**src/quplsPkg.sv**
```systemverilog
// Decode front end shared types
`default_nettype none

package quplsPkg;

	// ======================================================================
	// Instruction and register types
	// ======================================================================

	// A raw instruction word, opcode in bits 6:0
	// Register fields sit at 12:7, 18:13, 24:19 and 30:25
	typedef logic [31:0] instruction_t;

	// Architectural register number, one prefix bit above a six-bit field
	typedef logic [6:0] aregno_t;

	// Register extension prefix, one bit per register field
	// Bit 0 extends Rt (and Rc of a store), bit 1 Ra, bit 2 Rb, bit 3 Rc
	typedef logic [3:0] regx_t;

	// A full register value
	typedef logic [63:0] value_t;

	// ======================================================================
	// Register file constants
	// ======================================================================

	// Depth of the architectural register file
	localparam int NUM_REGS = 128;

	// Return with deallocate picks its Rc from a block of four at this base
	localparam aregno_t RTD_BASE = 7'd56;

	// ======================================================================
	// Opcodes
	// ======================================================================

	// Only the opcodes that this front end treats differently are named
	typedef enum logic [6:0]
	{
		OP_NOP = 7'h00,
		OP_ADD = 7'h04,
		OP_RTD = 7'h22,
		OP_LDO = 7'h46,
		// Stores of byte, wyde, tetra, octa and indexed form
		OP_STB = 7'h50,
		OP_STW = 7'h51,
		OP_STT = 7'h52,
		OP_STO = 7'h53,
		OP_STX = 7'h54
	} opcode_e;

	// Stores carry their data register in the Rt field, so Rt is not a target
	function automatic logic isStoreOp(opcode_e op);
		return op inside {OP_STB, OP_STW, OP_STT, OP_STO, OP_STX};
	endfunction

	// ======================================================================
	// Control encodings
	// ======================================================================

	// Owner of the single register file port in a given cycle
	typedef enum logic
	{
		PORT_WB,
		PORT_FETCH
	} portUser_e;

	// Operand fetcher sequencing
	typedef enum logic [1:0]
	{
		// Waiting for a decoded instruction
		FS_IDLE,
		// Requesting the port for the next source, or finishing if none left
		FS_REQ,
		// Read data for the granted source is on rdData
		FS_READ
	} fetchState_e;

endpackage

`default_nettype wire

```
**src/regWriter.sv**
```systemverilog
// Writeback holding buffer
`timescale 1ns/1ns
`default_nettype none

module regWriter
(
	input wire logic clk,
	input wire logic rst,
	input wire logic wbValid,
	input quplsPkg::aregno_t wbReg,
	input quplsPkg::value_t wbData,
	output logic wbFull,
	output logic wbReq,
	input wire logic wbGnt,
	output quplsPkg::aregno_t wrAddr,
	output quplsPkg::value_t wrData
);

	// A held write asks for the port until it is granted
	assign wbReq = wbFull;

	// ======================================================================
	// Buffer occupancy
	// ======================================================================

	// The grant and a new write never coincide since a full buffer refuses
	// writes and an empty one is never granted
	always_ff @(posedge clk)
	begin
		if (rst)
			wbFull <= 1'b0;
		else if (wbGnt)
			wbFull <= 1'b0;
		else if (wbValid && !wbFull && wbReg != '0)
			// Writes to r0 are dropped here and never reach the file
			wbFull <= 1'b1;
	end

	// Address and data of the held write
	always_ff @(posedge clk)
	begin
		if (wbValid && !wbFull)
		begin
			wrAddr <= wbReg;
			wrData <= wbData;
		end
	end

	// The source has to watch wbFull before it sends another write
	assert property (@(posedge clk) disable iff (rst) wbValid |-> !wbFull)
		else $error("writeback offered while the buffer is full");

endmodule

`default_nettype wire

```
**config.mk**
```make
export PLATFORM = sky130hd
export DESIGN_NAME = regWriter
export DESIGN_NICKNAME = d
export VERILOG_FILES = /design/src/quplsPkg.sv /design/src/regWriter.sv
export SDC_FILE = /design/constraint.sdc
export NUM_CORES = 1
export LEC_CHECK = 0
export BUFFER_PORTS_ARGS = -buffer_cell sky130_fd_sc_hd__buf_2
export CAP_MARGIN = 10
export CORE_MARGIN = 2
export CORE_UTILIZATION = 44
export DETAILED_ROUTE_END_ITERATION = 6
export PLACE_DENSITY = 0.84
export SETUP_SLACK_MARGIN = 0.4
export SLEW_MARGIN = 0
export SYNTH_ARGS = -nofsm -noshare
export SYNTH_HDL_FRONTEND = slang
export SYNTH_SLANG_ARGS = --single-unit
```
**constraint.sdc**
```tcl
create_clock -name clk -period 2.8 [get_ports clk]
set_input_delay 0.56 -clock clk [delete_from_list [all_inputs] [get_ports clk]]
set_output_delay 0.56 -clock clk [all_outputs]
set_load 0.005 [all_outputs]
```
==> results.md <==
- Status: finished, final reports clean
- Switching Share: 19.2%
- Yosys warning total: 0
- Worst reg-to-reg path cell count: 2
- Hold Crit Start: wbData[62]
- Multi-input combinational cell area: 40.0 um2
- DRT Pass-1 Iters: 4
- Clock latency on the worst-skew pair: 0.33 ns
- PostCTS Resize Cnt: 0
- Chip height: 74.7 um
- GRT Overall Usage: 17.2%
- Die ar.: 5580 um2
- Crit path max-delay family: flip-flops
- Hold EP: wrData[62]$_DFFE_PP_
- ANT cells: 0
- Nets: 311
- #FFs+latches synth: 72
- Placed Instances: 292
- Crit path max fanout: 5
- FP Rows: 25
- Largest net degree at the start of global routing: 72
- Via count: 1,364
- Period minus WS final: 1.48 ns
- Chip Width: 74.7 um
- Relative slew slack: 74.5%
- Post-Syn Instances: 78
- Crit path DAT: 0.92 ns
- Share of cells above drive strength 1: 68.8%
- Ports: 148
- Sequential share of the synthesized area: 97.8%
- Routability cong.: 0.706
- Fillers: 334
- Yosys cell types: 7
- Clk pwr share: 40.0%
- Core footprint: 4790 um2
- Peak VDD IR: 0.638 mV
- Cell Area, Synth: 2200 um2
- Hold Vio Cnt, Final: 0
- # H-tree levels: 3
- Crit path kind: flip-flop to output pin
- Crit path max-delay cell type: dfxtp_1
- Clock buffer depth: 2
- Net Switching: 0.000456 W
- Post-CTS Setup Bufs: 0
- Max-cap violation count: 0
- Initial antenna violation count: 0
- IO Port Bufs: 147
- Root Buffer: clkbuf_8
- Leakage: 1.41 nW
- Flop-to-flop setup slack: 1.46 ns
- Syn_nets: 153
- Comb pwr share: 6.5%
- CTS sink count: 72
- Critical R2R Launch: wbFull$_SDFFE_PP0P_
- Final Total Pwr: 0.00238 W
- TritonCTS clock tree: yes
- Clock-pin slew on the worst setup and hold paths: 0.08 ns
- Overflow after GRT: 0
- Non-filler instance count after layout: 307
- First-pass GRT wire length: 6.53 mm
- Reg2reg end: wrData[23]$_DFFE_PP_
- Syn Area/Cell: 28.2 um2
- PwrDens: 728 nW/um2
- CTS buffer count: 9
- Startpoint types: flip-flop
- DP Wirelength: 3.46 mm
- WP depth: 1
- Buf/Inv on CP: 1
- Worst slew pin tran: 0.382 ns
- Post-CTS Hold Buffers: 0
- Detailed Route WL: 4.77 mm
- Hold Crit Depth: 1
- Initial DRC count: 68
- Vias in the first global route: 1,379
- Power Internal: 0.00192 W
- Worst hold path type: primary input to flip-flop
- Register area: 2150 um2
- Reg power frac: 53.5%
- CP peak stage delay: 0.43 ns
- Post-DRT Antenna Nets: 0
- Worst Path Required: 2.24 ns
- Setup TNS: 0 ns
- Vias/cell: 4.44
- DRC viols: 0
- WL/cell: 15.5 um
- Max Slew Vio Count: 0
- Starting Density: 46.0%
- Final period utilization: 52.7%
- RSZ-0062 raised after global routing: no
- Synthesis-to-finish area growth: 48.4%
- Worst Setup End Kind: output pin
- Clk_skew: 0.00912 ns
- Crit path cell chain: buf_2
- Max Freq: 678 MHz
- Final setup violation count: 0
per-stage QoR:
step / hold slack [ns] / worst slack [ns] / util, % / instance area (um2)
floorplan: 0.556 / 0.921 / - / 2200
global placement: 0.556 / 1.32 / 63.3 / 3030
detailed placement: 0.589 / 1.30 / 63.3 / 3030
CTS: 0.383 / 1.31 / 68.2 / 3260
global route: 0.379 / 1.29 / 68.2 / 3260
finish: 0.394 / 1.32 / 68.2 / 3260
logic make-up (layout without fill, tap and decap cells):
kind of cell	after synthesis	count (layout)	synth area share, %
DFF	72	72	97.8
and+or+nand+nor	4	4	1.14
buffers and inverters	1	163	0.341
AOI/OAI and AO/OA	1	1	0.682
worst max-delay path by stage:
| stage | slack, ns | start | end |
|---|---|---|---|
| 2_1_floorplan | 0.92 | wbValid | wrAddr[0]$_DFFE_PP_ |
| 3_3_place_gp | 1.32 | wbValid | wrData[13]$_DFFE_PP_ |
| 3_5_place_dp | 1.30 | wbValid | wrData[7]$_DFFE_PP_ |
| 4_1_cts | 1.31 | wbFull$_SDFFE_PP0P_ | wbFull |
| 5_1_grt | 1.29 | wbFull$_SDFFE_PP0P_ | wbFull |
| 6_report | 1.32 | wbFull$_SDFFE_PP0P_ | wbFull |
layout by cell type, fill, tap and decap left out:
cell / synthesis / layout
clkinv_4: 0 / 1
clkbuf_8: 0 / 9
nor2_1: 1 / 1
edfxtp_1: 71 / 71
nor4_1: 2 / 2
bufinv_16: 0 / 3
and2b_2: 1 / 1
clkinv_2: 0 / 2
buf_2: 0 / 147
dfxtp_1: 1 / 1
a2111oi_2: 1 / 1
buf_12: 0 / 1
synthesized netlist by cell type:
library cell  number  area share (%)
buf_4              1            0.34
nor4_1             2            0.57
a2111oi_2          1            0.68
dfxtp_1            1            0.91
edfxtp_1          71              97
and2b_2            1            0.40
nor2_1             1            0.17
power by group through the flow:
stage	Clock (W)	Sequential (W)	Combinational [W]
after floorplan	0	0.00131	0.0000222
after global placement	0	0.00129	0.000151
after detailed placement	0	0.00130	0.000156
after CTS	0.000964	0.00127	0.000157
after global routing	0.00100	0.00128	0.000170
final	0.000952	0.00127	0.000154
cell type report:
cell class | count | area share, %
clock buffers | 9 | 3.79
repair buffers | 148 | 23.2
multi-input cells | 5 | 1.23
flip-flops and latches | 72 | 65.9
clock inverters | 6 | 3.33
well taps | 67 | 2.57
sequential cells by signal, indices dropped and copies added, names as in the netlist:
register  flops
wrAddr        7
wrData       64
wbFull        1
routing by layer:
layer  track usage (%)  up-vias  wire length, um
met3              9.64        6              523
met2              28.9       85             2590
met5                 0        -                0
li1                  -      633                -
met1              17.1      640             1600
met4              8.93        0               55
(Power assumes the default switching activity.)
