**src/quplsPkg.sv**
```systemverilog
// Decode front end shared types
`default_nettype none

package quplsPkg;

	// ======================================================================
	// Instruction and register types
	// ======================================================================

	// A raw instruction word, opcode in bits 6:0
	// Register fields sit at 12:7, 18:13, 24:19 and 30:25
	typedef logic [31:0] instruction_t;

	// Architectural register number, one prefix bit above a six-bit field
	typedef logic [6:0] aregno_t;

	// Register extension prefix, one bit per register field
	// Bit 0 extends Rt (and Rc of a store), bit 1 Ra, bit 2 Rb, bit 3 Rc
	typedef logic [3:0] regx_t;

	// A full register value
	typedef logic [63:0] value_t;

	// ======================================================================
	// Register file constants
	// ======================================================================

	// Depth of the architectural register file
	localparam int NUM_REGS = 128;

	// Return with deallocate picks its Rc from a block of four at this base
	localparam aregno_t RTD_BASE = 7'd56;

	// ======================================================================
	// Opcodes
	// ======================================================================

	// Only the opcodes that this front end treats differently are named
	typedef enum logic [6:0]
	{
		OP_NOP = 7'h00,
		OP_ADD = 7'h04,
		OP_RTD = 7'h22,
		OP_LDO = 7'h46,
		// Stores of byte, wyde, tetra, octa and indexed form
		OP_STB = 7'h50,
		OP_STW = 7'h51,
		OP_STT = 7'h52,
		OP_STO = 7'h53,
		OP_STX = 7'h54
	} opcode_e;

	// Stores carry their data register in the Rt field, so Rt is not a target
	function automatic logic isStoreOp(opcode_e op);
		return op inside {OP_STB, OP_STW, OP_STT, OP_STO, OP_STX};
	endfunction

	// ======================================================================
	// Control encodings
	// ======================================================================

	// Owner of the single register file port in a given cycle
	typedef enum logic
	{
		PORT_WB,
		PORT_FETCH
	} portUser_e;

	// Operand fetcher sequencing
	typedef enum logic [1:0]
	{
		// Waiting for a decoded instruction
		FS_IDLE,
		// Requesting the port for the next source, or finishing if none left
		FS_REQ,
		// Read data for the granted source is on rdData
		FS_READ
	} fetchState_e;

endpackage

`default_nettype wire

```
**src/operandFetch.sv**
```systemverilog
// Operand fetch sequencer
`timescale 1ns/1ns
`default_nettype none

module operandFetch
(
	input wire logic clk,
	input wire logic rst,
	input wire logic decValid,
	input quplsPkg::aregno_t decRa,
	input quplsPkg::aregno_t decRb,
	input quplsPkg::aregno_t decRc,
	input quplsPkg::aregno_t decRt,
	output logic fetchReq,
	input wire logic fetchGnt,
	output quplsPkg::aregno_t fetchAddr,
	input quplsPkg::value_t rdData,
	output logic busy,
	output logic opValid,
	output quplsPkg::value_t opA,
	output quplsPkg::value_t opB,
	output quplsPkg::value_t opC,
	output quplsPkg::aregno_t opRt,
	output quplsPkg::aregno_t opRc
);

	import quplsPkg::*;

	fetchState_e state;
	// Sources still to be read, bit 0 Ra, bit 1 Rb, bit 2 Rc
	logic [2:0] pending;
	// One-hot pick of the lowest pending source
	logic [2:0] sel;
	// Source register numbers held for the whole fetch
	aregno_t ra;
	aregno_t rb;

	// Ra first, then Rb, then Rc
	always_comb
	begin
		sel = 3'b000;
		if (pending[0])
			sel = 3'b001;
		else if (pending[1])
			sel = 3'b010;
		else if (pending[2])
			sel = 3'b100;
	end

	always_comb
	begin
		case (sel)
		3'b001: fetchAddr = ra;
		3'b010: fetchAddr = rb;
		3'b100: fetchAddr = opRc;
		default: fetchAddr = '0;
		endcase
	end

	// The request stays up through any writeback stall since pending only
	// changes in FS_READ
	assign fetchReq = (state == FS_REQ) && (pending != 3'b000);
	// Nothing left to read means the operands are complete this cycle
	assign opValid = (state == FS_REQ) && (pending == 3'b000);
	// Busy covers everything up to and including the opValid cycle
	assign busy = (state != FS_IDLE);

	// ======================================================================
	// Sequencer
	// ======================================================================

	always_ff @(posedge clk)
	begin
		if (rst)
		begin
			state <= FS_IDLE;
			pending <= 3'b000;
		end
		else
		begin
			case (state)
			FS_IDLE:
				if (decValid)
				begin
					// r0 reads as zero so it never needs the port
					pending <= {decRc != '0, decRb != '0, decRa != '0};
					state <= FS_REQ;
				end
			FS_REQ:
				if (opValid)
					state <= FS_IDLE;
				else if (fetchGnt)
					state <= FS_READ;
			FS_READ:
				begin
					pending <= pending & ~sel;
					state <= FS_REQ;
				end
			default:
				state <= FS_IDLE;
			endcase
		end
	end

	// Operand registers, cleared on a new instruction so r0 sources are zero
	always_ff @(posedge clk)
	begin
		if (state == FS_IDLE && decValid)
		begin
			ra <= decRa;
			rb <= decRb;
			opRc <= decRc;
			opRt <= decRt;
			opA <= '0;
			opB <= '0;
			opC <= '0;
		end
		else if (state == FS_READ)
		begin
			// Read data is for the source granted in the previous cycle
			if (sel[0])
				opA <= rdData;
			if (sel[1])
				opB <= rdData;
			if (sel[2])
				opC <= rdData;
		end
	end

	// The decoder has no stall, so its source must wait for opValid
	assert property (@(posedge clk) disable iff (rst) decValid |-> !busy)
		else $error("new instruction arrived during an operand fetch");

endmodule

`default_nettype wire

```
**config.mk**
```make
export PLATFORM = sky130hd
export DESIGN_NAME = operandFetch
export DESIGN_NICKNAME = d
export VERILOG_FILES = /design/src/quplsPkg.sv /design/src/operandFetch.sv
export SDC_FILE = /design/constraint.sdc
export NUM_CORES = 1
export LEC_CHECK = 0
export BUFFER_PORTS_ARGS = -buffer_cell sky130_fd_sc_hd__clkbuf_2
export CORE_UTILIZATION = 40
export CTS_CLUSTER_DIAMETER = 40
export CTS_CLUSTER_SIZE = 12
export DETAILED_ROUTE_END_ITERATION = 12
export PLACE_DENSITY = 0.68
export SLEW_MARGIN = 25
export SYNTH_ARGS = -nofsm -noshare
export SYNTH_HDL_FRONTEND = slang
export SYNTH_SLANG_ARGS = --single-unit
```
**constraint.sdc**
```tcl
create_clock -name clk -period 5.4 [get_ports clk]
set_clock_uncertainty 0.15 [all_clocks]
set_input_delay 0.27 -clock clk [delete_from_list [all_inputs] [get_ports clk]]
set_output_delay 0.27 -clock clk [all_outputs]
set_load 0.01 [all_outputs]
```
==> key figures <==
Layout
  – Area added between synthesis and finish: 45.44%
  – Cell Count, Final, Fillers Out: approximately 1.6k
  – Fill cells: 1721
  – Layout cell share with drive strength beyond 1: 28.89%
  – Multi-input logic area: around 2900 um^2
  – Nets: 1401
  – Diodes inserted: 0
  – Register area: 4786 um^2

Power and ir drop
  – Flop pwr share: 44.0%
  – Switch share: 23.73%
  – Combinational power share: 6.8%
  – Static leakage: 0.004793 uW
  – Net Sw Power: 949.2 uW
  – P_int: between 3000 and 4000 uW
  – Clock Power Share: between 40% and 50%
  – PwrDens: 344.0 nW/um^2
  – Max IR drop VDD: 0.2785 mV

Routing
  – Vias per cell: 5.037
  – Routed WL per cell: 16.15 um
  – Max layer used: met4
  – Met2 routed WL: approximately 13000 um
  – Metal-1 WL: between 10000 and 15000 um
  – DRT iter0 DRCs: 378
  – # DRC: 0
  – DR pass1 iterations: 5
  – Antenna Nets Post-Route: 0
  – Vias: 8029
  – DR WL met3: 1962 um
  – DRT Wirelength: between 20000 and 30000 um

GRT
  – Initial antenna violation count: 0
  – Final global-route overflow total: 0
  – First-pass GRT wire length: between 30000 and 40000 um
  – Vias in the first global route: 7633
  – All-Layer GR Usage: 24.04%
  – Largest net degree at the start of global routing: 94

Setup path
  – CP delay by family, top: flip-flops
  – CP endpoint kind: primary output
  – Buf/Inv on CP: 1
  – Crit-path max FO: 32
  – Kind of critical path: reg -> out
  – Worst path required time: 4.98 ns
  – Crit path DAT: roughly 2.4 ns
  – Cell chain of the critical path: nor2b_1 -> a22oi_1 -> o21ai_0 -> clkbuf_2
  – CP max stage delay: 0.76 ns
  – Slowest CP cell: dfxtp_2
  – Setup crit start kind: flop

Clock tree
  – Max Root-Sink Buffers: 3
  – Clk root buf: clkbuf_16
  – CTS clk-pin slew, worst paths: 0.06 ns
  – H-tree Lvls: 1
  – Cts bufs inserted: 30
  – Post-CTS sizing: 0
  – Post CTS Setup Buffer Count: 0
  – # clock sinks: 225
  – CTS tree: yes
  – Worst-Skew Late Latency: 0.54 ns

Timing
  – Hold WS: 0.2945 ns
  – Setup violators final: 0
  – Max Freq: between 300 and 400 MHz
  – Tmin final: 2.842 ns
  – Period Utilization, post-route: 52.64%
  – Worst-Margin Slew: 1.030 ns
  – Fin Setup TNS: 0 ns
  – Final hold violation count: 0
  – Max Slew Vio Count: 0
  – Max-slew headroom: 31.31%
  – RSZ-0062 raised after global routing: false

Yosys
  – Most common library cells after synthesis: nand2_1, dfxtp_1, a21oi_1, nand3_1, o21ai_0
  – Main flop type after synthesis: dfxtp_1
  – Synthesized area: 7994 um^2
  – Synth Instances: 932
  – Count leader, synth: nand2_1
  – Syn. warnings: 0
  – Cell taking the most area after synthesis: dfxtp_1
  – Number of synthesized flops with an enable pin: 28
  – Post-synthesis sequential area ratio: 59.85%
  – Synth top area cells: dfxtp_1, nand2_1, edfxtp_1
  – Count of cell types in the netlist: 34
  – Fraction of registers with async set/reset: 0%
  – Syn nets: 1028
  – Share of the synthesized area in the top cell type: 49.33%
  – Syn avg cell area: 8.577 um^2
  – Post-synthesis register bit count: 225

Die
  – Die W: roughly 140 um
  – Top-Level Pins: 312
  – DIE HEIGHT: approximately 140 um
  – Std cell rows: 51
  – Die footprint: 20550 um^2
  – Core Area: 19530 um^2
  – Initial Util: 40.94%

Worst hold path
  – Min-Delay Path Class: reg -> reg

Run
  – Max cap viols: 0

Place
  – Post-Place Cells: approximately 1.4k
  – RD Place Congestion: between 0.8 and 0.9
  – Dpl hpwl: between 15000 and 20000 um
  – I/O Buffers: 311

Run status
  – Status: finished, final reports clean
per-layer routing:
| metal | up-vias | track usage, % |
|---|---|---|
| met5 | - | 0 |
| met4 | 0 | 8.623 |
| met3 | 57 | 6.431 |
| met2 | 312 | 42.23 |
| met1 | 3793 | 28.00 |
| li1 | 3867 | - |
metrics by stage:
step | cell area, um^2 | setup WS, ns | utilization [%] | total power [uW]
detailed placement | 9629 | 2.741 | 49.31 | 2006
global placement | 9628 | 2.769 | 49.31 | 2004
finish | 11630 | 2.558 | 59.54 | 3999
CTS | 11610 | 2.572 | 59.44 | 4032
global route | 11630 | 2.415 | 59.54 | 4132
floorplan | 7994 | 3.429 | - | 1893
sequential cells by signal (all words and copies together), names as in the netlist:
register / cells
ra: 7
opRc: 7
opRt: 7
rb: 7
opC: 64
opB: 64
state: 2
pending: 3
opA: 64
power by group through the flow:
stage / combinational [uW] / clock (uW) / sequential, uW
CTS: 268 / 2010 / 1760
finish: 271 / 1970 / 1760
global route: 291 / 2080 / 1760
detailed placement: 213 / 0 / 1790
global placement: 212 / 0 / 1790
floorplan: 107 / 0 / 1790
worst paths after layout:
kind,startpoint,endpoint,slack [ns],cells after the start
worst max register to register,state[1]$_SDFFE_PP0P_,opRt[2]$_DFFE_PP_,2.75,3
worst min-delay path,opC[62]$_SDFFE_PP0P_,opC[62]$_SDFFE_PP0P_,0.29,2
worst max-delay path,pending[2]$_SDFFE_PP0P_,fetchAddr[0],2.56,4
worst min register to register,opC[62]$_SDFFE_PP0P_,opC[62]$_SDFFE_PP0P_,0.29,2
final cells by class:
type / instances / share of cell area, %
multi-input combinational: 629 / 24.64
clock buffer: 37 / 7.210
sequential: 225 / 41.16
tap: 265 / 2.852
clock inverter: 19 / 1.528
inverter: 2 / 0.08610
timing repair buffer: 417 / 22.51
worst reg2reg max path, stage by stage, from the launching register on:
cell     delay (ns)
dfxtp_1        0.41
or3b_2         0.55
inv_4          0.72
buf_12         0.47
timing repair:
action,4_1_cts,5_1_grt
hold endpoints to repair,225,0
hold buffers,96,0
endpoints found under the setup margin,0,0
layout by cell type (no fill, tap or decap), types with 3 or more instances in the layout:
cell type,instances
a22oi_1,7
o21ai_1,29
dlygate4sd3_1,96
nand3_1,64
or4_1,3
nand2_1,328
clkbuf_8,4
clkbuf_16,31
clkinv_4,3
clkbuf_2,311
buf_4,8
nand2b_1,4
a21oi_1,131
edfxtp_1,28
o21ai_0,42
dfxtp_1,196
clkinv_2,8
inv_6,3
logic make-up after synthesis:
family                 Yosys count  synth area share [%]
flip-flops                     225                 59.85
buffers and inverters           78                 4.852
AND/OR/NAND/NOR                415                 21.49
AO/OA/AOI/OAI                  214                 13.81
(Power assumes the default switching activity.)
