`src/quplsPkg.sv`:
```
// Decode front end shared types
`default_nettype none

package quplsPkg;

	// ======================================================================
	// Instruction and register types
	// ======================================================================

	// A raw instruction word, opcode in bits 6:0
	// Register fields sit at 12:7, 18:13, 24:19 and 30:25
	typedef logic [31:0] instruction_t;

	// Architectural register number, one prefix bit above a six-bit field
	typedef logic [6:0] aregno_t;

	// Register extension prefix, one bit per register field
	// Bit 0 extends Rt (and Rc of a store), bit 1 Ra, bit 2 Rb, bit 3 Rc
	typedef logic [3:0] regx_t;

	// A full register value
	typedef logic [63:0] value_t;

	// ======================================================================
	// Register file constants
	// ======================================================================

	// Depth of the architectural register file
	localparam int NUM_REGS = 128;

	// Return with deallocate picks its Rc from a block of four at this base
	localparam aregno_t RTD_BASE = 7'd56;

	// ======================================================================
	// Opcodes
	// ======================================================================

	// Only the opcodes that this front end treats differently are named
	typedef enum logic [6:0]
	{
		OP_NOP = 7'h00,
		OP_ADD = 7'h04,
		OP_RTD = 7'h22,
		OP_LDO = 7'h46,
		// Stores of byte, wyde, tetra, octa and indexed form
		OP_STB = 7'h50,
		OP_STW = 7'h51,
		OP_STT = 7'h52,
		OP_STO = 7'h53,
		OP_STX = 7'h54
	} opcode_e;

	// Stores carry their data register in the Rt field, so Rt is not a target
	function automatic logic isStoreOp(opcode_e op);
		return op inside {OP_STB, OP_STW, OP_STT, OP_STO, OP_STX};
	endfunction

	// ======================================================================
	// Control encodings
	// ======================================================================

	// Owner of the single register file port in a given cycle
	typedef enum logic
	{
		PORT_WB,
		PORT_FETCH
	} portUser_e;

	// Operand fetcher sequencing
	typedef enum logic [1:0]
	{
		// Waiting for a decoded instruction
		FS_IDLE,
		// Requesting the port for the next source, or finishing if none left
		FS_REQ,
		// Read data for the granted source is on rdData
		FS_READ
	} fetchState_e;

endpackage

`default_nettype wire

```
`src/decodeRc.sv`:
```
// Rc register number decode
`timescale 1ns/1ns
`default_nettype none

module decodeRc
(
	input quplsPkg::instruction_t instr,
	input quplsPkg::regx_t regx,
	output quplsPkg::aregno_t Rc
);

	import quplsPkg::*;

	// Opcode field viewed through the enum
	opcode_e op;

	// The Rc field moves around depending on the instruction format
	always_comb
	begin
		op = opcode_e'(instr[6:0]);
		if (op == OP_RTD)
		begin
			// Return picks one of four registers starting at the base
			Rc = RTD_BASE + {5'd0, instr[8:7]};
		end
		else if (isStoreOp(op))
		begin
			// Store data lives in the Rt slot and takes the Rt prefix bit
			Rc = {regx[0], instr[12:7]};
		end
		else
		begin
			// General format, top field with its own prefix bit
			Rc = {regx[3], instr[30:25]};
		end
	end

endmodule

`default_nettype wire

```
`src/instrDecoder.sv`:
```
// Instruction register and field decoder
`timescale 1ns/1ns
`default_nettype none

module instrDecoder
(
	input wire logic clk,
	input wire logic rst,
	input wire logic instrValid,
	input quplsPkg::instruction_t instr,
	input quplsPkg::regx_t regx,
	output logic decValid,
	output quplsPkg::opcode_e decOp,
	output quplsPkg::aregno_t decRa,
	output quplsPkg::aregno_t decRb,
	output quplsPkg::aregno_t decRc,
	output quplsPkg::aregno_t decRt
);

	import quplsPkg::*;

	// Combinational decode of the incoming word
	opcode_e opNext;
	aregno_t rcNext;
	aregno_t rtNext;

	// ======================================================================
	// Field decode
	// ======================================================================

	// Rc has its own decoder since its position depends on the format
	decodeRc u_decodeRc
	(
		.instr(instr),
		.regx(regx),
		.Rc(rcNext)
	);

	always_comb
	begin
		opNext = opcode_e'(instr[6:0]);
		// A store has no target register, so Rt is forced to r0
		if (isStoreOp(opNext))
			rtNext = '0;
		else
			rtNext = {regx[0], instr[12:7]};
	end

	// ======================================================================
	// Output registers
	// ======================================================================

	// The strobe is a single cycle behind instrValid
	always_ff @(posedge clk)
	begin
		if (rst)
			decValid <= 1'b0;
		else
			decValid <= instrValid;
	end

	// Decoded fields hold until the next instruction arrives
	always_ff @(posedge clk)
	begin
		if (instrValid)
		begin
			decOp <= opNext;
			decRa <= {regx[1], instr[18:13]};
			decRb <= {regx[2], instr[24:19]};
			decRc <= rcNext;
			decRt <= rtNext;
		end
	end

	// Anything outside the known opcode set would be decoded as general format
	// and its Rc would be meaningless
	assert property (@(posedge clk) disable iff (rst)
		decValid |-> decOp inside {OP_NOP, OP_ADD, OP_LDO, OP_RTD,
			OP_STB, OP_STW, OP_STT, OP_STO, OP_STX})
		else $error("decoder presented an undefined opcode");

endmodule

`default_nettype wire

```
`config.mk`:
```
export PLATFORM = sky130hd
export DESIGN_NAME = instrDecoder
export DESIGN_NICKNAME = d
export VERILOG_FILES = /design/src/quplsPkg.sv /design/src/decodeRc.sv /design/src/instrDecoder.sv
export SDC_FILE = /design/constraint.sdc
export NUM_CORES = 1
export LEC_CHECK = 0
export BUFFER_PORTS_ARGS = -buffer_cell sky130_fd_sc_hd__clkbuf_2
export CORE_MARGIN = 2
export CORE_UTILIZATION = 25
export CTS_BUF_LIST = sky130_fd_sc_hd__clkbuf_8 sky130_fd_sc_hd__clkbuf_16
export DETAILED_ROUTE_END_ITERATION = 8
export HOLD_SLACK_MARGIN = 0.02
export PLACE_DENSITY = 0.52
export SETUP_SLACK_MARGIN = 0.4
export SYNTH_ARGS = -nofsm -noshare
export SYNTH_HDL_FRONTEND = slang
export SYNTH_HIERARCHICAL = 1
export SYNTH_SLANG_ARGS = --single-unit
```
`constraint.sdc`:
```
create_clock -name clk -period 1.5 [get_ports clk]
set_input_delay 0.225 -clock clk [delete_from_list [all_inputs] [get_ports clk]]
set_output_delay 0.225 -clock clk [all_outputs]
set_load 0.05 [all_outputs]
```
==> Flow_metrics.wiki, run 1 <==
{| class="wikitable"
! Metric !! Value
|-
| Crit-path slowest cell || sky130_fd_sc_hd__nor4_4
|-
| Status || completed
|-
| Net count, final || 191
|-
| Seq cells post-synth || 36
|-
| Buffers plus inverters on the worst setup path || 1
|-
| Avg WL per Cell || 14.4 um
|-
| Diode count || 0
|-
| Drc violations || 0
|-
| Number of top-level design ports || 75
|-
| Clock tree root driver cell || sky130_fd_sc_hd__clkbuf_8
|-
| Clock slew seen by the registers of the worst setup and hold paths || 0.07 ns
|-
| Final global-route overflow total || 0
|-
| Number of instances in the synthesized netlist || 65
|-
| Synthesis-to-layout area growth || 73.8%
|-
| Upper clock frequency limit || 876 MHz
|-
| CTS max path bufs || 2
|-
| Ratio of routed vias to standard cells || 4.07
|-
| Vertical die dimension || 76.4 um
|-
| Worst Tran Pin Value || 0.406 ns
|-
| Initial antenna violation count || 0
|-
| Critical Path, Cell by Cell || buf_8, nor4_4, nand4b_4, nand2_4, mux2_4
|-
| Iteration-0 DRC Markers || 24
|-
| Total via count after detailed routing || 907
|-
| Global-route total usage across every layer || 0.115
|-
| Buffers on Ports || 73
|-
| Met1 track utilization from global routing || 0.113
|-
| Worst ir drop on vdd || 322 uV
|-
| Headroom to the max-slew limit || 0.729
|-
| DP Wirelength || 2270 um
|-
| Maximum level of the CTS H-tree || 2
|-
| Data arrival time of the critical path || 1.18 ns
|-
| Cell family with most CP delay || simple AND/OR/NAND/NOR gates
|-
| Max Cap Violations || 0
|-
| Min-delay worst type || in2reg
|-
| Filler instances || 464
|-
| Number of max-slew violations in the final report || 0
|-
| Slowest stage delay, CP || 0.30 ns
|-
| Clock tree from TritonCTS || done
|-
| Type of element capturing the critical path || flop
|-
| Final count of negative-setup-slack endpoints || 0
|-
| Sort of element at the start of the critical path || input pin
|-
| Starting density of the core || 0.258
|-
| TritonCTS Buffers || 5
|-
| Share of post-route cells with drive strength above 1 || 0.641
|-
| Total wire length after detailed routing || 3220 um
|-
| Core utilization of the finished layout || 0.448
|-
| Number of search-and-repair iterations in the first detailed-routing pass || 4
|-
| Worst-path fanout max || 3
|-
| Static leakage || 1.01 nW
|-
| First-pass GRT wire length || 5030 um
|-
| Cell row count || 26
|-
| Share of the cycle needed by the critical path after routing || 0.761
|-
| Ratio of total power to cell area || 1110 nW/um2
|-
| Final worst path period need || 1.14 ns
|-
| Number of nets with antenna violations after routing || 0
|-
| Die outline width || 76.4 um
|-
| Met2 capacity usage during global routing || 0.212
|-
| Number of clock sinks || 36
|-
| Critical path required time || 1.54 ns
|-
| Critical path type || in2reg
|-
| Layer carrying the most global-route usage || met2
|-
| Die outline area || 5830 um2
|-
| Core Area || 5070 um2
|-
| M3 GR Usage || 0.0403
|-
| Hold buffer count at cts || 0
|-
| Synthesis Warnings || 6
|-
| Sequential fraction of the synthesis area || 0.818
|-
| Final-layout worst hold slack || 0.0860 ns
|-
| Vias in the first global route || 982
|-
| Final weighted congestion in routability-driven placement || 0.728
|-
| Final hold violations || 0
|-
| Combined area of all synthesized cells || 1310 um2
|-
| Post-synthesis area per instance || 20.1 um2
|-
| Largest net degree at the start of global routing || 37
|-
| Post-Synthesis Net Count || 104
|-
| Count of different cell masters after synthesis || 17
|-
| Unrepaired setup endpoints after global routing || yes
|}
==> per-layer routing <==
layer  up-vias  share of wire
met1       418           0.36
met2        54           0.54
li1        428              -
met5         -              0
met3         7          0.076
met4         0          0.020
==> flip-flops by register name, summed over array words and instances, names as in the netlist <==
name and cells:
decRa 7, decRt 7, decValid 1, decRc 7
decRb 7, decOp 7
==> where the power goes <==
part	switching [W]	total, W	internal [W]
sequential	0.0000364	0.00123	0.00119
combinational	0.000378	0.000623	0.000245
clock	0.000338	0.000661	0.000323
total	0.000752	0.00251	0.00176
==> placed cells by master (no fill, tap or decap) <==
cell type                   instances
sky130_fd_sc_hd__mux2_4             2
sky130_fd_sc_hd__nand2_4            1
sky130_fd_sc_hd__a21boi_1           6
sky130_fd_sc_hd__a21boi_2           1
sky130_fd_sc_hd__buf_12             1
sky130_fd_sc_hd__clkbuf_16          1
sky130_fd_sc_hd__nand2_1            3
sky130_fd_sc_hd__nand4_2            1
sky130_fd_sc_hd__dfxtp_1            1
sky130_fd_sc_hd__clkbuf_4           1
sky130_fd_sc_hd__clkinv_2           2
sky130_fd_sc_hd__nor2b_1            1
sky130_fd_sc_hd__mux2i_1            5
sky130_fd_sc_hd__buf_6              5
sky130_fd_sc_hd__clkbuf_8          25
sky130_fd_sc_hd__and4bb_4           1
sky130_fd_sc_hd__clkinv_4           1
sky130_fd_sc_hd__nor4_4             1
sky130_fd_sc_hd__nand4b_4           1
sky130_fd_sc_hd__nor2_1             3
sky130_fd_sc_hd__edfxtp_1          35
sky130_fd_sc_hd__o21ai_2            2
sky130_fd_sc_hd__clkbuf_2          34
sky130_fd_sc_hd__buf_8              9
sky130_fd_sc_hd__inv_1              1
sky130_fd_sc_hd__buf_4              9
==> through the flow <==
stage,cells,TNS (ns),setup slack [ns],instance area (um2),total power [W]
5_1_grt,223,0,0.323,2270,0.00262
6_report,223,0,0.359,2270,0.00251
2_1_floorplan,65,0,0.164,1330,0.00156
3_5_place_dp,213,-0.0535,-0.0285,1840,0.00173
4_1_cts,222,0,0.346,2220,0.00253
3_3_place_gp,213,0,0.000111,1840,0.00172
==> final cells by class <==
class / count / area, um2 / share of cell area
clock inverters: 3 / 18.8 / 0.00825
flip-flops and latches: 36 / 1070 / 0.471
multi-input cells: 28 / 268 / 0.118
inverters: 1 / 3.75 / 0.00165
well taps: 70 / 87.6 / 0.0385
repair buffers: 80 / 757 / 0.333
clock buffers: 5 / 68.8 / 0.0303
==> repair_timing <==
| action | CTS | global route |
|---|---|---|
| setup buffers | 1 | 1 |
| resized for setup | 67 | 29 |
| pin swaps | 3 | 4 |
| setup endpoints to repair | 37 | 42 |
==> cell families (layout without fill, tap and decap cells) <==
logic type	Yosys count	in the layout	share of synthesized area
AOI/OAI and AO/OA	9	9	0.0535
and+or+nand+nor	12	12	0.0698
muxes	7	7	0.0554
DFF	36	36	0.818
buffers and inverters	1	89	0.00287
==> path summary, 6_finish.rpt <==
| path | from | to | slack, ns | cells after the start |
|---|---|---|---|---|
| worst max-delay path | instr[2] | decRc[1] | 0.36 | 5 |
| worst min-delay path | rst | decValid | 0.09 | 2 |
==> cell usage after synthesis, drive strengths merged <==
library cell,count,share of area
dfxtp,1,0.015
nand4,1,0.0096
nor2b,1,0.0048
nand2,4,0.013
nor4,1,0.0096
nand4b,1,0.011
mux2,2,0.017
o21ai,2,0.011
inv,1,0.0029
mux2i,5,0.038
a21boi,7,0.043
and4bb,1,0.012
nor2,3,0.0086
edfxtp,35,0.80
Note: power is estimated with default switching activity, not from simulation.
==> inputs of run 2 (changes only) <==
--- a/config.mk
+++ b/config.mk
@@ -11,7 +11,7 @@
 export CTS_BUF_LIST = sky130_fd_sc_hd__clkbuf_8 sky130_fd_sc_hd__clkbuf_16
 export DETAILED_ROUTE_END_ITERATION = 8
 export HOLD_SLACK_MARGIN = 0.02
-export PLACE_DENSITY = 0.52
+export PLACE_DENSITY = 0.53
 export SETUP_SLACK_MARGIN = 0.4
 export SYNTH_ARGS = -nofsm -noshare
 export SYNTH_HDL_FRONTEND = slang
==> constraint.sdc (replaced) <==
create_clock -name clk -period 1 [get_ports clk]
set_input_delay 0.15 -clock clk [delete_from_list [all_inputs] [get_ports clk]]
set_output_delay 0.15 -clock clk [all_outputs]
set_load 0.05 [all_outputs]
==> run 2 against run 1 <==
  * The flow now finishes with violations (setup timing)
  * Via count increased by 5.8%
  * Design area up 10%
  * Non-clock buffer count rose by 11
  * Core utilization is 4.5 points higher
  * Sequential cell count unchanged
  * Count of clock-buffer cells in the layout did not move
  * Power grew 51%
  * Largest power group unchanged
  * Setup slack lost 0.45 ns
  * Highest routed layer unchanged
  * Worst hold slack worse by 0.073 ns
==> Flow_metrics.wiki, run 2 (synthesized netlist as in run 1, its figures left out) <==
{| class="wikitable"
! Metric !! Value
|-
| Ratio of total power to cell area || 1520 nW/um2 (+38%)
|-
| TritonCTS Buffers || 5 (unchanged)
|-
| Worst Min Path Start || rst
|-
| Flip-flop and latch area || 1070 um2 (+0.35%)
|-
| Share of the cycle needed by the critical path after routing || 1.09
|-
| Commonest non-fill, non-tap cell in the layout || sky130_fd_sc_hd__edfxtp_1
|-
| Final count of negative-setup-slack endpoints || 20 (+20)
|-
| Worst-path fanout max || 3 (unchanged)
|-
| Status || finished, violations left
|-
| Die outline area || 5830 um2 (unchanged)
|-
| Critical path required time || 1.03 ns (-0.51 ns)
|-
| Critical Path, Cell by Cell || buf_8, nor4_4, nand4b_4, nand2_4, mux2_4
|-
| Share of post-route cells with drive strength above 1 || 0.707 (+0.0668)
|-
| Static leakage || 1.09 nW (+8.6%)
|-
| Ratio of routed vias to standard cells || 4.10 (+0.87%)
|-
| Upper clock frequency limit || 918 MHz
|-
| Clock tree root driver cell || sky130_fd_sc_hd__clkbuf_8
|-
| Worst Tran Pin Value || 0.264 ns (-0.143 ns)
|-
| Number of nets with antenna violations after routing || 0 (unchanged)
|-
| Initial antenna violation count || 0 (unchanged)
|-
| Clock slew seen by the registers of the worst setup and hold paths || 0.06 ns (about the same)
|-
| Number of clock sinks || 36 (unchanged)
|-
| Core Area || 5070 um2 (unchanged)
|-
| Number of top-level design ports || 75 (unchanged)
|-
| Starting density of the core || 0.258 (unchanged)
|-
| Number of max-slew violations in the final report || 0 (unchanged)
|-
| Final hold violations || 0 (unchanged)
|-
| Global-route total usage across every layer || 0.117 (+0.00214)
|-
| Filler instances || 455 (-1.9%)
|-
| Final weighted congestion in routability-driven placement || 0.680 (-6.6%)
|-
| Largest net degree at the start of global routing || 24 (-35%)
|-
| Unrepaired setup endpoints after global routing || yes
|-
| Buffers on Ports || 73 (unchanged)
|-
| Crit-path slowest cell || sky130_fd_sc_hd__nor4_4
|-
| Cell row count || 26 (unchanged)
|-
| Commonest non-fill, non-tap cells in the layout || sky130_fd_sc_hd__edfxtp_1, sky130_fd_sc_hd__clkbuf_8, sky130_fd_sc_hd__clkbuf_2
|-
| Diode count || 0 (unchanged)
|-
| First-pass GRT wire length || 5220 um (+3.7%)
|-
| Final global-route overflow total || 0 (unchanged)
|-
| Avg WL per Cell || 14.0 um (-3.2%)
|-
| Total via count after detailed routing || 960 (+5.8%)
|-
| Worst ir drop on vdd || 603 uV (+88%)
|-
| Drc violations || 0 (unchanged)
|-
| Headroom to the max-slew limit || 0.823 (+0.0940)
|-
| Type of element capturing the critical path || flop
|-
| Final-layout worst hold slack || 0.0129 ns (-0.0731 ns)
|-
| Slowest stage delay, CP || 0.32 ns (+0.02 ns)
|-
| Hold Path Sink || decValid
|-
| Synthesis-to-layout area growth || 91.1%
|-
| Final worst path period need || 1.09 ns
|-
| Die outline width || 76.4 um (unchanged)
|-
| Iteration-0 DRC Markers || 24 (unchanged)
|-
| DP Wirelength || 2460 um (+8.5%)
|-
| Vias in the first global route || 1039 (+5.8%)
|-
| Number of search-and-repair iterations in the first detailed-routing pass || 6 (+2)
|-
| Area occupied by multi-input gates || 318 um2 (+19%)
|-
| Violated checks || setup timing
|-
| Net count, final || 202 (+5.8%)
|-
| Total Neg Setup Slack || -0.438 ns (-0.438 ns)
|-
| Sort of element at the start of the critical path || input pin
|-
| Min-delay worst type || in2reg
|-
| Total wire length after detailed routing || 3270 um (+1.6%)
|-
| Maximum level of the CTS H-tree || 2 (unchanged)
|-
| Clock tree from TritonCTS || done
|-
| Critical path type || in2reg
|-
| Hold path cells || 2 (unchanged)
|-
| Max Cap Violations || 0 (unchanged)
|-
| Data arrival time of the critical path || 1.12 ns (-0.06 ns)
|-
| Vertical die dimension || 76.4 um (unchanged)
|-
| PnR worst setup slack || -0.0898 ns (-0.448 ns)
|-
| CTS max path bufs || 2 (unchanged)
|}
==> run 2: critical path, delay by kind of cell <==
kind	cells	cell delay, ns
buffers and inverters	1	0.10
and+or+nand+nor	3	0.58
muxes	1	0.29
==> run 2: worst max-delay path by stage <==
stage                  start       end  slack, ns  cells after the start
finish              instr[3]  decRc[0]      -0.09                      5
global route        instr[3]  decRc[0]      -0.13                      5
CTS                 instr[4]  decRc[0]      -0.07                      5
detailed placement  instr[2]  decRc[0]      -0.40                      5
global placement    instr[2]  decRc[0]      -0.39                      5
floorplan           instr[2]  decRc[0]      -0.26                      4
==> run 2: layout make-up <==
cell class,instances,share of cell area
Sequential cell,36,0.430
Tap cell,70,0.0350
Timing Repair Buffer,91,0.375
Clock buffer,5,0.0275
Multi-Input combinational cell,28,0.127
Inverter,1,0.00150
Clock inverter,3,0.00450
==> run 2: where the power goes <==
part / total (W) / leakage, nW / switching, W / internal [W]
logic: 0.00102 / 0.697 / 0.000584 / 0.000434
registers: 0.00185 / 0.351 / 0.0000555 / 0.00179
clock network: 0.000941 / 0.0444 / 0.000477 / 0.000464
total: 0.00381 / 1.09 / 0.00112 / 0.00269
==> run 2: timing repair <==
action                                 4_1_cts  5_1_grt
pin swaps                                    4        7
gates resized for setup                     87       24
cloned                                       0        0
buffers inserted                             1        2
endpoints found under the hold margin        1        1
setup endpoints to repair                   50       50
==> run 2: routing by layer <==
| layer | part of all wire | routed length, um | vias to the layer above | GRT usage |
|---|---|---|---|---|
| li1 | - | - | 449 | - |
| met1 | 0.38 | 1230 | 451 | 0.125 |
| met2 | 0.52 | 1690 | 55 | 0.201 |
| met3 | 0.090 | 295 | 5 | 0.0533 |
| met4 | 0.016 | 53 | 0 | 0.0491 |
| met5 | 0 | 0 | - | 0 |
==> run 2: metrics by stage <==
stage | std cells | setup WS, ns | power [W] | utilization | area (um2)
floorplan | 65 | -0.256 | 0.00234 | - | 1370
finish | 234 | -0.0898 | 0.00381 | 0.493 | 2500
global route | 234 | -0.127 | 0.00397 | 0.493 | 2500
detailed placement | 223 | -0.395 | 0.00264 | 0.385 | 1960
CTS | 232 | -0.0746 | 0.00383 | 0.481 | 2440
global placement | 223 | -0.386 | 0.00263 | 0.385 | 1960
==> inputs of run 3 (changes only) <==
--- a/config.mk
+++ b/config.mk
@@ -7,11 +7,11 @@
 export LEC_CHECK = 0
 export BUFFER_PORTS_ARGS = -buffer_cell sky130_fd_sc_hd__clkbuf_2
 export CORE_MARGIN = 2
-export CORE_UTILIZATION = 25
+export CORE_UTILIZATION = 38
 export CTS_BUF_LIST = sky130_fd_sc_hd__clkbuf_8 sky130_fd_sc_hd__clkbuf_16
 export DETAILED_ROUTE_END_ITERATION = 8
 export HOLD_SLACK_MARGIN = 0.02
-export PLACE_DENSITY = 0.53
+export PLACE_DENSITY = 0.71
 export SETUP_SLACK_MARGIN = 0.4
 export SYNTH_ARGS = -nofsm -noshare
 export SYNTH_HDL_FRONTEND = slang
==> run 3 against run 2 <==
  * The flow still finishes with violations (setup timing)
  * Final cell count shrank 10%
  * Non-clock buffer count unchanged
  * Combinational power hardly changed
  * Critical path type unchanged
==> Flow_metrics.wiki, run 3 (synthesized netlist as in run 1, its figures left out) <==
{| class="wikitable"
! Metric !! Value
|-
| DP Wirelength || 2170 um (-12%)
|-
| Core utilization of the finished layout || 0.741 (+0.249)
|-
| Type of element capturing the critical path || flop
|-
| Vias in the first global route || 1018 (-2.0%)
|-
| Number of clock sinks || 36 (unchanged)
|-
| Final worst path period need || 1.09 ns (-0.000893 ns)
|-
| Core Area || 3310 um2 (-35%)
|-
| Critical path startpoint || instr[2]
|-
| Clock tree root driver cell || sky130_fd_sc_hd__clkbuf_8
|-
| Commonest non-fill, non-tap cells in the layout || sky130_fd_sc_hd__edfxtp_1, sky130_fd_sc_hd__clkbuf_2, sky130_fd_sc_hd__clkbuf_8
|-
| Die outline area || 3930 um2 (-33%)
|-
| Critical path required time || 1.03 ns (about the same)
|-
| M3 GR Usage || 0.0595 (+0.00614)
|-
| Headroom to the max-slew limit || 0.834 (+0.0111)
|-
| Die outline width || 62.7 um (-18%)
|-
| Sort of element at the start of the critical path || input pin
|-
| Final-layout worst hold slack || 0.0414 ns (+0.0284 ns)
|-
| Buffers on Ports || 73 (unchanged)
|-
| Diode count || 0 (unchanged)
|-
| Met1 track utilization from global routing || 0.208 (+0.0830)
|-
| Number of search-and-repair iterations in the first detailed-routing pass || 4 (-2)
|-
| Total wire length after detailed routing || 3670 um (+12%)
|-
| CTS max path bufs || 2 (unchanged)
|-
| Final global-route overflow total || 0 (unchanged)
|-
| Clock tree from TritonCTS || done
|-
| Unrepaired setup endpoints after global routing || yes
|-
| First-pass GRT wire length || 5220 um (unchanged)
|-
| Number of top-level design ports || 75 (unchanged)
|-
| Final hold violations || 0 (unchanged)
|-
| Synthesis-to-layout area growth || 87.6%
|-
| Data arrival time of the critical path || 1.12 ns (about the same)
|-
| Total instance count after detailed placement || 197 (-12%)
|-
| Avg WL per Cell || 17.5 um (+25%)
|-
| Non-Filler Instances || 210 (-10%)
|-
| Global-route total usage across every layer || 0.182 (+0.0649)
|-
| Drc violations || 0 (unchanged)
|-
| Worst Setup EP || decRc[1]
|-
| Number of max-slew violations in the final report || 0 (unchanged)
|-
| Met2 capacity usage during global routing || 0.310 (+0.110)
|-
| Maximum level of the CTS H-tree || 2 (unchanged)
|-
| Upper clock frequency limit || 918 MHz (about the same)
|-
| Share of post-route cells with drive strength above 1 || 0.683 (-0.0244)
|-
| Ratio of total power to cell area || 1560 nW/um2 (+2.6%)
|-
| PnR worst setup slack || -0.0889 ns (+0.000893 ns)
|-
| TritonCTS Buffers || 5 (unchanged)
|-
| Starting density of the core || 0.395 (+0.137)
|-
| Final count of negative-setup-slack endpoints || 27 (+35%)
|-
| Worst Tran Pin Value || 0.247 ns (-0.0165 ns)
|-
| Static leakage || 1.10 nW (+0.62%)
|-
| Clock slew seen by the registers of the worst setup and hold paths || 0.07 ns (about the same)
|-
| Violated checks || setup timing
|-
| Total Neg Setup Slack || -0.604 ns (-0.166 ns)
|-
| Filler instances || 198 (-56%)
|-
| Largest net degree at the start of global routing || 37 (+54%)
|-
| Number of nets with antenna violations after routing || 0 (unchanged)
|-
| Initial antenna violation count || 0 (unchanged)
|-
| Iteration-0 DRC Markers || 55 (+130%)
|-
| Total via count after detailed routing || 984 (+2.5%)
|-
| Layer carrying the most global-route usage || met2
|-
| Final weighted congestion in routability-driven placement || 0.766 (+13%)
|-
| Cell row count || 21 (-19%)
|-
| Worst-path fanout max || 2 (-1)
|-
| Ratio of routed vias to standard cells || 4.69 (+14%)
|-
| Commonest non-fill, non-tap cell in the layout || sky130_fd_sc_hd__edfxtp_1
|-
| Max Cap Violations || 0 (unchanged)
|-
| Net count, final || 202 (unchanged)
|-
| Status || finished, violations left
|-
| Share of the cycle needed by the critical path after routing || 1.09 (about the same)
|-
| Critical path type || in2reg
|-
| Vertical die dimension || 62.7 um (-18%)
|-
| Min-delay worst type || in2reg
|-
| Worst ir drop on vdd || 915 uV (+52%)
|-
| Post-route total power || 0.00383 W (+0.69%)
|}
[run 3: cell types whose count changed in the layout (fill, tap and decap cells not counted), sizes merged]
cell / before / now
clkbuf: 66 / 63
inv: 2 / 3
buf: 30 / 33
clkinv: 2 / 1
[run 3: repair_timing]
action | 4_1_cts | 5_1_grt
hold buffers | 0 | 0
endpoints found under the setup margin | 50 | 50
pin swaps | 4 | 6
gates resized for setup | 82 | 29
buffers inserted | 2 | 3
[run 3: where the power goes]
part	total, W	internal, W	leakage, nW	switching, W
Combinational	0.00103	0.000432	0.700	0.000594
Sequential	0.00186	0.00179	0.351	0.0000638
Clock	0.000950	0.000464	0.0482	0.000485
Total	0.00383	0.00269	1.10	0.00114
[run 3: how the worst min path moves through the flow]
stage	from	endpoint	depth (start not counted)
6_report	instr[17]	decRa[4]	1
3_5_place_dp	rst	decValid	2
5_1_grt	instr[20]	decRb[1]	1
4_1_cts	rst	decValid	2
2_1_floorplan	rst	decValid	1
3_3_place_gp	rst	decValid	2
[run 3: stage by stage]
step | area (um2) | setup WS (ns)
5_1_grt | 2450 | -0.124
4_1_cts | 2370 | -0.0866
6_report | 2450 | -0.0889
3_3_place_gp | 1900 | -0.365
2_1_floorplan | 1370 | -0.256
3_5_place_dp | 1900 | -0.395
[run 3: critical path, cell delays in order]
cell and delay, ns:
sky130_fd_sc_hd__buf_8 0.10, sky130_fd_sc_hd__nor4_4 0.30, sky130_fd_sc_hd__nand4b_4 0.16, sky130_fd_sc_hd__nand2_4 0.11, sky130_fd_sc_hd__mux2_4 0.30
[run 3: final cells by class]
cell class              instances  area [um2]  share of cell area
clock buffers                   5        68.8              0.0280
repair buffers                 91         932               0.380
inverters                       1        3.75             0.00153
clock inverters                 3        11.3             0.00459
multi-input cells              28         307               0.125
well taps                      46        57.6              0.0234
flip-flops and latches         36        1070               0.438
[run 3: layer usage]
layer / vias up / wire [um]
li1: 449 / -
met1: 461 / 1380
met2: 65 / 1990
met3: 9 / 213
met4: 0 / 93
met5: - / 0
